## src/hdl/spi_cfg_pkg.sv

```systemverilog
package spi_cfg_pkg;

	// Field widths of the configuration struct
	localparam int CFG_DIV_W = 8;
	localparam int CFG_DLY_W = 16;

	// Register addresses seen by the host
	typedef enum logic [2:0] {
		ADDR_CTRL  = 3'd0,
		ADDR_DIV   = 3'd1,
		ADDR_LEAD  = 3'd2,
		ADDR_TRAIL = 3'd3,
		ADDR_TXD   = 3'd4,
		// Read only from here on
		ADDR_RXD   = 3'd5,
		ADDR_STAT  = 3'd6
	} reg_addr_e;

	// Half period minus one, then chip-select lead and trail delays
	typedef struct packed {
		logic [CFG_DIV_W-1:0] div;
		logic [CFG_DLY_W-1:0] lead;
		logic [CFG_DLY_W-1:0] trail;
	} spi_cfg_t;

endpackage

```

## src/hdl/spi_xfer_pkg.sv

```systemverilog
package spi_xfer_pkg;

	// Chip-select sequencer
	typedef enum logic [2:0] {
		CS_IDLE,
		CS_LEAD,
		CS_XFER,
		CS_TRAIL,
		CS_DONE
	} seq_state_e;

	// Shift engine, one word per enable
	typedef enum logic [1:0] {
		SH_IDLE,
		SH_LOW,
		SH_HIGH,
		SH_END
	} shift_state_e;

	typedef struct packed {
		logic busy;
		logic done;
	} xfer_status_t;

endpackage

```

## src/hdl/spi_cfg_regs.sv

```systemverilog
`timescale 1ns/1ps

module spi_cfg_regs #(
	parameter int DATA_W = 8,
	parameter int DLY_W  = 16,
	parameter int DIV_W  = 8
) (
	input  logic                       clk,
	input  logic                       rst,
	input  logic                       wr_en,
	input  logic                       rd_en,
	input  spi_cfg_pkg::reg_addr_e     addr,
	input  logic [31:0]                wdata,
	output logic [31:0]                rdata,
	output spi_cfg_pkg::spi_cfg_t      cfg,
	output logic [DATA_W-1:0]          tx_word,
	output logic                       start,
	input  logic [DATA_W-1:0]          rx_word,
	input  logic                       rx_valid,
	input  spi_xfer_pkg::xfer_status_t status
);
	import spi_cfg_pkg::*;

	logic [DIV_W-1:0]  div_q;
	logic [DLY_W-1:0]  lead_q;
	logic [DLY_W-1:0]  trail_q;
	logic [DATA_W-1:0] txd_q;
	logic [DATA_W-1:0] rxd_q;
	logic              done_seen;
	logic              locked;

	// Start pulse counts as busy, since the sequencer sees it one cycle late
	assign locked = status.busy | start;

	////////////////////////////////////////////////////////////////////////////
	// Host writes
	////////////////////////////////////////////////////////////////////////////
	always_ff @(posedge clk) begin
		if (rst) begin
			div_q   <= '0;
			lead_q  <= '0;
			trail_q <= '0;
			txd_q   <= '0;
			start   <= 1'b0;
		end else begin
			start <= 1'b0;
			if (wr_en && !locked) begin
				case (addr)
					ADDR_CTRL:  start   <= wdata[0];
					ADDR_DIV:   div_q   <= wdata[DIV_W-1:0];
					ADDR_LEAD:  lead_q  <= wdata[DLY_W-1:0];
					ADDR_TRAIL: trail_q <= wdata[DLY_W-1:0];
					ADDR_TXD:   txd_q   <= wdata[DATA_W-1:0];
					default: ;
				endcase
			end
		end
	end

	// Receive capture and sticky done flag
	always_ff @(posedge clk) begin
		if (rst) begin
			rxd_q     <= '0;
			done_seen <= 1'b0;
		end else begin
			if (rx_valid)
				rxd_q <= rx_word;
			// A done in the same cycle as the status read wins
			if (status.done)
				done_seen <= 1'b1;
			else if (rd_en && addr == ADDR_STAT)
				done_seen <= 1'b0;
		end
	end

	////////////////////////////////////////////////////////////////////////////
	// Host reads, one cycle latency
	////////////////////////////////////////////////////////////////////////////
	always_ff @(posedge clk) begin
		if (rst) begin
			rdata <= '0;
		end else if (rd_en) begin
			case (addr)
				ADDR_DIV:   rdata <= 32'(div_q);
				ADDR_LEAD:  rdata <= 32'(lead_q);
				ADDR_TRAIL: rdata <= 32'(trail_q);
				ADDR_TXD:   rdata <= 32'(txd_q);
				ADDR_RXD:   rdata <= 32'(rxd_q);
				ADDR_STAT:  rdata <= {30'd0, done_seen, status.busy};
				default:    rdata <= '0;
			endcase
		end
	end

	assign cfg.div   = CFG_DIV_W'(div_q);
	assign cfg.lead  = CFG_DLY_W'(lead_q);
	assign cfg.trail = CFG_DLY_W'(trail_q);
	assign tx_word   = txd_q;

	// The sequencer must be idle whenever a new frame is launched
	a_start_idle: assert property (@(posedge clk) disable iff (rst)
		$rose(start) |-> !status.busy);

endmodule

```

## src/hdl/spi_csn_seq.sv

```systemverilog
`timescale 1ns/1ps

module spi_csn_seq #(
	parameter int DLY_W = 16
) (
	input  logic                       clk,
	input  logic                       rst,
	input  logic                       start,
	input  logic [DLY_W-1:0]           lead,
	input  logic [DLY_W-1:0]           trail,
	input  logic                       txd_cmpt,
	output logic                       txd_en,
	output logic                       csn,
	output spi_xfer_pkg::xfer_status_t status
);
	import spi_xfer_pkg::*;

	seq_state_e       state;
	logic [DLY_W-1:0] lead_cnt;
	logic [DLY_W-1:0] trail_cnt;
	logic             lead_end;
	logic             trail_end;
	logic             done_q;

	assign lead_end  = (state == CS_LEAD) && (lead_cnt == lead);
	assign trail_end = (state == CS_TRAIL) && (trail_cnt == trail);

	////////////////////////////////////////////////////////////////////////////
	// Delay counters, held at zero outside their own state
	////////////////////////////////////////////////////////////////////////////
	always_ff @(posedge clk) begin
		if (rst || state != CS_LEAD)
			lead_cnt <= '0;
		else
			lead_cnt <= lead_cnt + 1'b1;
	end

	always_ff @(posedge clk) begin
		if (rst || state != CS_TRAIL)
			trail_cnt <= '0;
		else
			trail_cnt <= trail_cnt + 1'b1;
	end

	////////////////////////////////////////////////////////////////////////////
	// Frame sequencing
	////////////////////////////////////////////////////////////////////////////
	always_ff @(posedge clk) begin
		if (rst) begin
			state  <= CS_IDLE;
			csn    <= 1'b1;
			txd_en <= 1'b0;
			done_q <= 1'b0;
		end else begin
			done_q <= 1'b0;
			case (state)
				CS_IDLE: begin
					if (start) begin
						csn   <= 1'b0;
						state <= CS_LEAD;
					end
				end
				CS_LEAD: begin
					if (lead_end) begin
						txd_en <= 1'b1;
						state  <= CS_XFER;
					end
				end
				// Shift engine owns the bus until it reports the word
				CS_XFER: begin
					if (txd_cmpt) begin
						txd_en <= 1'b0;
						state  <= CS_TRAIL;
					end
				end
				CS_TRAIL: begin
					if (trail_end) begin
						csn   <= 1'b1;
						state <= CS_DONE;
					end
				end
				CS_DONE: begin
					done_q <= 1'b1;
					state  <= CS_IDLE;
				end
				default: state <= CS_IDLE;
			endcase
		end
	end

	// Busy covers the done pulse so done_seen is set once busy drops
	assign status.busy = (state != CS_IDLE) | done_q;
	assign status.done = done_q;

	a_txd_en_csn: assert property (@(posedge clk) disable iff (rst)
		txd_en |-> !csn);

	a_cmpt_in_xfer: assert property (@(posedge clk) disable iff (rst)
		txd_cmpt |-> state == CS_XFER);

endmodule

```

## src/hdl/spi_master_top.sv

```systemverilog
`timescale 1ns/1ps

module spi_master_top #(
	parameter int DATA_W = 8,
	parameter int DLY_W  = spi_cfg_pkg::CFG_DLY_W,
	parameter int DIV_W  = spi_cfg_pkg::CFG_DIV_W
) (
	input  logic                   clk,
	input  logic                   rst,
	input  logic                   wr_en,
	input  logic                   rd_en,
	input  spi_cfg_pkg::reg_addr_e addr,
	input  logic [31:0]            wdata,
	output logic [31:0]            rdata,
	output logic                   csn,
	output logic                   sclk,
	output logic                   mosi,
	input  logic                   miso
);
	import spi_cfg_pkg::*;
	import spi_xfer_pkg::*;

	spi_cfg_t          cfg;
	xfer_status_t      status;
	logic [DATA_W-1:0] tx_word;
	logic [DATA_W-1:0] rx_word;
	logic              start;
	logic              rx_valid;
	logic              txd_en;
	logic              txd_cmpt;

	////////////////////////////////////////////////////////////////////////////
	// Register block, sequencer, shift engine
	////////////////////////////////////////////////////////////////////////////
	spi_cfg_regs #(
		.DATA_W (DATA_W),
		.DLY_W  (DLY_W),
		.DIV_W  (DIV_W)
	) u_regs (
		.clk      (clk),
		.rst      (rst),
		.wr_en    (wr_en),
		.rd_en    (rd_en),
		.addr     (addr),
		.wdata    (wdata),
		.rdata    (rdata),
		.cfg      (cfg),
		.tx_word  (tx_word),
		.start    (start),
		.rx_word  (rx_word),
		.rx_valid (rx_valid),
		.status   (status)
	);

	spi_csn_seq #(
		.DLY_W (DLY_W)
	) u_seq (
		.clk      (clk),
		.rst      (rst),
		.start    (start),
		.lead     (cfg.lead[DLY_W-1:0]),
		.trail    (cfg.trail[DLY_W-1:0]),
		.txd_cmpt (txd_cmpt),
		.txd_en   (txd_en),
		.csn      (csn),
		.status   (status)
	);

	spi_shift_engine #(
		.DATA_W (DATA_W),
		.DIV_W  (DIV_W)
	) u_shift (
		.clk      (clk),
		.rst      (rst),
		.txd_en   (txd_en),
		.div      (cfg.div[DIV_W-1:0]),
		.tx_word  (tx_word),
		.sclk     (sclk),
		.mosi     (mosi),
		.miso     (miso),
		.txd_cmpt (txd_cmpt),
		.rx_word  (rx_word),
		.rx_valid (rx_valid)
	);

endmodule

```

## src/hdl/spi_shift_engine.sv

```systemverilog
`timescale 1ns/1ps

module spi_shift_engine #(
	parameter int DATA_W = 8,
	parameter int DIV_W  = 8
) (
	input  logic              clk,
	input  logic              rst,
	input  logic              txd_en,
	input  logic [DIV_W-1:0]  div,
	input  logic [DATA_W-1:0] tx_word,
	output logic              sclk,
	output logic              mosi,
	input  logic              miso,
	output logic              txd_cmpt,
	output logic [DATA_W-1:0] rx_word,
	output logic              rx_valid
);
	import spi_xfer_pkg::*;

	localparam int BIT_W = $clog2(DATA_W + 1);

	shift_state_e      state;
	logic [DIV_W-1:0]  hp_cnt;
	logic [BIT_W-1:0]  bit_cnt;
	logic [DATA_W-1:0] tx_sr;
	logic [DATA_W-1:0] rx_sr;
	logic              half_end;

	// Half period is div+1 clk cycles
	assign half_end = (hp_cnt == div);

	////////////////////////////////////////////////////////////////////////////
	// Half-period counter
	////////////////////////////////////////////////////////////////////////////
	always_ff @(posedge clk) begin
		if (rst || state == SH_IDLE || state == SH_END || half_end)
			hp_cnt <= '0;
		else
			hp_cnt <= hp_cnt + 1'b1;
	end

	////////////////////////////////////////////////////////////////////////////
	// Mode 0 shifter, MSB first
	////////////////////////////////////////////////////////////////////////////
	always_ff @(posedge clk) begin
		if (rst) begin
			state    <= SH_IDLE;
			sclk     <= 1'b0;
			bit_cnt  <= '0;
			tx_sr    <= '0;
			rx_sr    <= '0;
			txd_cmpt <= 1'b0;
			rx_valid <= 1'b0;
		end else begin
			txd_cmpt <= 1'b0;
			rx_valid <= 1'b0;
			case (state)
				SH_IDLE: begin
					// Preload, so the MSB is already on mosi when txd_en rises
					tx_sr   <= tx_word;
					bit_cnt <= '0;
					if (txd_en)
						state <= SH_LOW;
				end
				SH_LOW: begin
					if (half_end) begin
						sclk  <= 1'b1;
						rx_sr <= {rx_sr[DATA_W-2:0], miso};
						state <= SH_HIGH;
					end
				end
				SH_HIGH: begin
					if (half_end) begin
						sclk    <= 1'b0;
						tx_sr   <= {tx_sr[DATA_W-2:0], 1'b0};
						bit_cnt <= bit_cnt + 1'b1;
						if (bit_cnt == BIT_W'(DATA_W - 1)) begin
							txd_cmpt <= 1'b1;
							rx_valid <= 1'b1;
							state    <= SH_END;
						end else begin
							state <= SH_LOW;
						end
					end
				end
				// Hold off until the sequencer drops the enable
				SH_END: begin
					if (!txd_en)
						state <= SH_IDLE;
				end
				default: state <= SH_IDLE;
			endcase
		end
	end

	assign mosi    = tx_sr[DATA_W-1];
	assign rx_word = rx_sr;

	a_sclk_idle: assert property (@(posedge clk) disable iff (rst)
		!txd_en |-> !sclk);

endmodule

```

## config.mk

```make
export PLATFORM = sky130hd
export DESIGN_NAME = spi_master_top
export DESIGN_NICKNAME = d
export VERILOG_FILES = /design/src/hdl/spi_cfg_pkg.sv /design/src/hdl/spi_xfer_pkg.sv /design/src/hdl/spi_cfg_regs.sv /design/src/hdl/spi_csn_seq.sv /design/src/hdl/spi_master_top.sv /design/src/hdl/spi_shift_engine.sv
export SDC_FILE = /design/constraint.sdc
export NUM_CORES = 1
export LEC_CHECK = 0
export ABC_AREA = 1
export BUFFER_PORTS_ARGS = -buffer_cell sky130_fd_sc_hd__buf_2
export CAP_MARGIN = 0
export CORE_MARGIN = 2
export CORE_UTILIZATION = 35
export DETAILED_ROUTE_END_ITERATION = 8
export PLACE_DENSITY = 0.5
export SYNTH_ARGS = -nofsm -noshare
export SYNTH_HDL_FRONTEND = slang
export SYNTH_SLANG_ARGS = --single-unit
```

## constraint.sdc

```tcl
create_clock -name clk -period 4.7 [get_ports clk]
set_input_delay 0.94 -clock clk [delete_from_list [all_inputs] [get_ports clk]]
set_output_delay 0.94 -clock clk [all_outputs]
set_load 0.05 [all_outputs]
```

## Word-level counts from Yosys, hierarchy flattened

Cells that the tools add are included.

| storage, ports and cells | value |
|---|---|
| register bits | 160 |
| input port bits | 40 |
| output and inout bits | 35 |
| logic and storage cells | 119 |

| operators by class | value |
|---|---|
| add/sub/neg operators | 4 |
| equal/unequal tests | 27 |
| multiplexer cells | 29 |
| bitwise gates (word level) | 6 |
| reductions and logical operators | 32 |

Operator list:

| cell | count |
|---|---|
| $pmux W16 S6 | 1 |
| $add A16 B1 Y16 const B | 2 |
| $eq A16 B16 Y1 | 2 |
| $pmux W8 S2 | 1 |
| $eq A3 B2 Y1 const B | 4 |
| $eq A3 B3 Y1 const B | 4 |
| $mux W3 | 4 |
| $pmux W3 S4 | 1 |
| $reduce_and A2 Y1 | 6 |
| $mux W1 | 10 |
| $mux W2 | 5 |
| $ne A2 B1 Y1 const B | 5 |
| $reduce_bool A2 Y1 | 5 |
| $reduce_and A3 Y1 | 3 |
| $add A8 B1 Y8 const B | 1 |
| $eq A8 B8 Y1 | 1 |
| $mux W8 | 1 |
| $pmux W2 S4 | 1 |
| $pmux W4 S2 | 1 |
| $reduce_and A4 Y1 | 2 |
| $eq A3 B1 Y1 const B | 2 |
| $logic_not A3 Y1 | 2 |
| $ne A2 B2 Y1 const B | 3 |
| $pmux W1 S2 | 3 |
| 15 further kinds | 28 |

## Logic depth before layout (Yosys ltp)

| logic depth | value |
|---|---|
| word-level depth | 7 |
| depth in mapped cells | 12 |
| mapped depth without buffers | 12 |

## Cells and area by module

From an unflattened synthesis, not the netlist that was laid out.

| second synthesis, totals | value |
|---|---|
| cells, all modules | 1083 |
| area total of the unflattened synthesis | 7398.3 um2 |

Modules (own cells, without submodules):

| module | times used | cells each | area an instance (um2) | seq. area each (um2) |
|---|---|---|---|---|
| spi_cfg_regs | 1 | 429 | 3328.2 | 1481.4 |
| spi_csn_seq | 1 | 395 | 2356.0 | 760.7 |
| spi_shift_engine | 1 | 259 | 1714.1 | 640.6 |

## Least setup slack after synthesis

No wires, ideal clock.

| path | value |
|---|---|
| path type | input port to flip-flop |
| from | in addr[2] |
| to | reg u_regs.trail_q[10] |
| setup time | 0.119 ns |
| data arrival time | 1.778 ns |
| data required time | 4.581 ns |
| slack | 2.803 ns |
| cell stages on the path | 7 |
| buffers on the path | 1 |
| cell sequence | inv_1 > nand3_1 > nor2_4 > inv_2 > clkbuf_1 > o21ai_0 > a21oi_1 |

| between the ends | value |
|---|---|
| cells in the longest elaborated chain, start to end | 2 |

RTL lines:

| item | line | RTL |
|---|---|---|
| from (decl) | spi_master_top.sv:12 | `input spi_cfg_pkg::reg_addr_e addr,` |
| $eq A3 B2 Y1 | spi_cfg_regs.sv:48 | `case (addr)` |
| $reduce_and A2 Y1 (no source line) | - |  |
| to (signal assigned) | spi_cfg_regs.sv:52 | `ADDR_TRAIL: trail_q <= wdata[DLY_W-1:0];` |
| to (decl) | spi_cfg_regs.sv:26 | `logic [DLY_W-1:0] trail_q;` |

No other way between the ends.
A chain may end at the register's enable or synchronous reset.

## Final worst setup path

| path | value |
|---|---|
| from | in addr[2] |
| to | reg u_regs.lead_q[13] |

| between the ends | value |
|---|---|
| cells in the longest elaborated chain, start to end | 2 |

RTL lines:

| item | line | RTL |
|---|---|---|
| $eq A3 B2 Y1 | spi_cfg_regs.sv:48 |  |
| $reduce_and A2 Y1 (no source line) | - |  |
| to (signal assigned) | spi_cfg_regs.sv:51 | `ADDR_LEAD: lead_q <= wdata[DLY_W-1:0];` |
| to (decl) | spi_cfg_regs.sv:25 | `logic [DLY_W-1:0] lead_q;` |

No other way between the ends.

==> run_results.csv <==
group,metric,value,unit
status,outcome,"finished clean",
place,place_hpwl,12800,um
power,power_density,414,nW/um^2
power,swShare,0.296,
route,vias_per_cell,4.80,
route,dr.pass1.iters,8,
route,antenna_left,0,
route,drc,0,
critical_path,crit_family,"simple AND/OR/NAND/NOR gates",
cells_and_area,area_growth,13.6,%
sta,fin_setup_tns,0,ps
logic_synthesis,syn_inst,964,
route,drt_iter0_markers,292,
clock_network,clock_latency,430,ps
global_routing,grt_usage,0.181,
critical_path,crit_fanout,30,
route,wl_met1,8590,um
power,power_leakage,3.00,nW
global_routing,grt_pass1_vias,5503,
global_routing,grt_overflow_total,0,
flow_run,maxCapViolCount,0,
sta,layout_min_cycle_time,2390,ps
sta,min_period_over_period,0.508,
sta,max_freq,0.419,GHz
clock_network,cts.htree.levels,4,
die,core_area,18700,um^2
cells_and_area,nets,1041,
logic_synthesis,yosys_register_bits,144,
global_routing,antenna_found_initial,0,
power,clockPowerShare,0.442,
critical_path,crit_type,"in -> reg",
sta,relSlewSlack,0.459,
place,dp_slack,1930,ps
power,p_sw,0.928,mW
cells_and_area,insertedDiodeCount,0,
die,initial_core_util,0.356,
logic_synthesis,ys_warn_count,0,
die,row_count,50,
die,fp.dieH,142,um
place,io_buffer_count,42,
die,dieArea,20200,um^2
cells_and_area,multi_input_area,3110,um^2
sta,finalHoldViolCount,0,
sta,layout_setup_ws,2310,ps
power,p_int,2.21,mW
clock_network,cts_tree,"yes",
cells_and_area,drive_gt1_frac,0.100,
cells_and_area,fillers,2019,
power,ir_drop,0.000301,V
route,wire_per_inst,14.1,um
clock_network,clkTransAtPathRegs,70,ps
route,vias,5973,
logic_synthesis,synth_area,6670,um^2
power,p_comb_frac,0.131,
global_routing,grt_max_degree,43,
critical_path,cp.arrival,2690,ps
sta,setup_violations,0,
clock_network,cts_setup_buffers,0,
critical_path,slowest_stage,"nand3_1",
route,totalWireLength,17600,um
worst_hold_path,min_path_type,"reg -> reg",
route,wl_met2,8000,um
critical_path,crit_path_end_kind,"flop",
logic_synthesis,ys_seq_area_frac,0.433,
sta,finClkSkew,7.77,ps
power,pwr-share-seq,0.427,
critical_path,crit_required,5000,ps
sta,slew_viol_final,0,
global_routing,grt_pass1_wl,28400,um
route,top_layer,"met4",
clock_network,numCtsBuffers,17,
sta,worst_pin_slew,809,ps
place,place_congestion,0.831,
clock_network,cts_num_sinks,144,
route,dr_wl_met3,687,um
power,finalPower,3.13,mW
critical_path,slowest_delay,600,ps
clock_network,cts.path.max_buffers,2,
clock_network,cts_hold_buf,0,
cells_and_area,regArea,2880,um^2
critical_path,critPathBufInv,3,
clock_network,cts-resized-gates,0,
die,pin_count,75,
logic_synthesis,syn_avg_cell_area,6.91,um^2
die,dieWidth,142,um
critical_path,crit_chain,"buf_2 -> inv_1 -> nand3_1 -> nor2_2 -> inv_2 -> o21ai_0 -> a21oi_1",
sta,rsz0062_at_grt,"no",
critical_path,startpoint_type,"input pin",
clock_network,cts.root.buffer_cell,"clkbuf_16",
logic_synthesis,ys_types,34,
## metal layers
layer  GRT usage  vias up
met3      0.0421       20
met1       0.237     2704
li1            -     3143
met2       0.294      106
met4      0.0632        0
met5           0        -
## final timing paths
| kind | from | end | slack, ps | cells after the start |
|---|---|---|---|---|
| worst min-delay path | u_shift.rx_word[7] | u_shift.rx_word[7] | 460 | 2 |
| worst min register to register | u_shift.rx_word[7] | u_shift.rx_word[7] | 460 | 2 |
| worst max-delay path | addr[2] | u_regs.lead_q[13] | 2310 | 7 |
| worst max register to register | u_seq.state[0] | u_seq.lead_cnt[2] | 2750 | 6 |
## kinds of logic (layout without fill, tap and decap cells)
group,Yosys count,after routing,synth area share
xor+xnor,17,17,0.0223
other cells,1,16,0.000563
compound gates,221,221,0.171
buf+inv,169,200,0.109
flops,144,144,0.433
fa+ha+maj,4,4,0.00751
simple gates,408,408,0.257
## tightest hold or removal path, cell delays in order (launching register included)
cell	delay, ps
dfxtp_1	300
inv_1	60
a21oi_1	60
## Yosys cell counts
library cell | count | area [um^2]
o221ai_1 | 1 | 8.76
buf_6 | 3 | 33.8
nor3_2 | 1 | 10.0
o21a_1 | 1 | 7.51
nor3b_1 | 2 | 15.0
buf_1 | 3 | 11.3
o211ai_1 | 4 | 30.0
a21oi_1 | 102 | 510
buf_2 | 6 | 30.0
nor2_4 | 2 | 22.5
buf_4 | 17 | 128
a31oi_1 | 1 | 6.26
nor3_1 | 17 | 85.1
nand2_2 | 4 | 25.0
and3_1 | 1 | 6.26
xor2_1 | 13 | 114
inv_1 | 118 | 443
xnor2_1 | 4 | 35.0
nand4_1 | 12 | 75.1
nand2_1 | 229 | 860
inv_2 | 6 | 22.5
nor2_1 | 97 | 364
nor2_2 | 10 | 62.6
nor4_2 | 1 | 12.5
dfxtp_1 | 144 | 2880
conb_1 | 1 | 3.75
ha_1 | 4 | 50.1
nand3_1 | 27 | 135
o22ai_1 | 10 | 62.6
nand3_2 | 2 | 20.0
clkbuf_1 | 16 | 60.1
o21ai_0 | 101 | 505
o2111ai_1 | 1 | 8.76
nor4_1 | 3 | 18.8
## power groups by stage
| stage | combinational [mW] | clock (mW) | sequential, mW |
|---|---|---|---|
| 2_1_floorplan | 0.309 | 0 | 1.37 |
| 3_3_place_gp | 0.413 | 0 | 1.37 |
| 3_5_place_dp | 0.414 | 0 | 1.36 |
| 4_1_cts | 0.417 | 1.41 | 1.34 |
| 5_1_grt | 0.470 | 1.46 | 1.35 |
| 6_report | 0.411 | 1.38 | 1.34 |
## layout by cell type, fill, tap and decap left out, types with 3 or more instances in the layout
cell type | netlist | final
inv_2 | 6 | 6
o211ai_1 | 4 | 4
o21ai_0 | 101 | 101
nor3_1 | 17 | 17
dfxtp_1 | 144 | 144
ha_1 | 4 | 4
xor2_1 | 13 | 13
a21oi_1 | 102 | 102
nor2_2 | 10 | 10
xnor2_1 | 4 | 4
inv_6 | 0 | 5
nand2_1 | 229 | 229
conb_1 | 1 | 16
nor4_1 | 3 | 3
buf_2 | 6 | 42
nor2_1 | 97 | 97
nand2_2 | 4 | 4
nand3_1 | 27 | 27
nand4_1 | 12 | 12
clkbuf_16 | 0 | 17
o22ai_1 | 10 | 10
inv_1 | 118 | 117
clkinvlp_4 | 0 | 4
## registers in the layout, indices dropped and copies added, names as in the netlist, 2 cells and up
signal           count
u_shift.tx_sr        8
u_regs.lead_q       16
u_seq.state          3
u_regs.tx_word       8
u_shift.hp_cnt       8
u_regs.div_q         8
u_regs.trail_q      16
u_shift.state        2
u_seq.trail_cnt     16
u_regs.rxd_q         8
u_regs.rdata        16
u_shift.bit_cnt      4
u_shift.rx_word      8
u_seq.lead_cnt      16
## metrics by stage
stage | cell area (um^2) | cells | utilization | hold WS [ps]
after floorplan | 6720 | 979 | - | 430
after global placement | 6980 | 1212 | 0.373 | 445
after detailed placement | 6980 | 1212 | 0.373 | 450
after CTS | 7570 | 1244 | 0.405 | 461
after global routing | 7570 | 1244 | 0.405 | 478
final | 7570 | 1244 | 0.405 | 460
## final cells by class
type | instances | area share
Inverter | 124 | 0.0615
Clock inverter | 13 | 0.0200
Tap cell | 234 | 0.0387
Timing Repair Buffer | 44 | 0.0297
Multi-Input combinational cell | 666 | 0.411
Sequential cell | 144 | 0.381
Clock buffer | 19 | 0.0585
No activity file was read; power rests on OpenSTA's default activity.
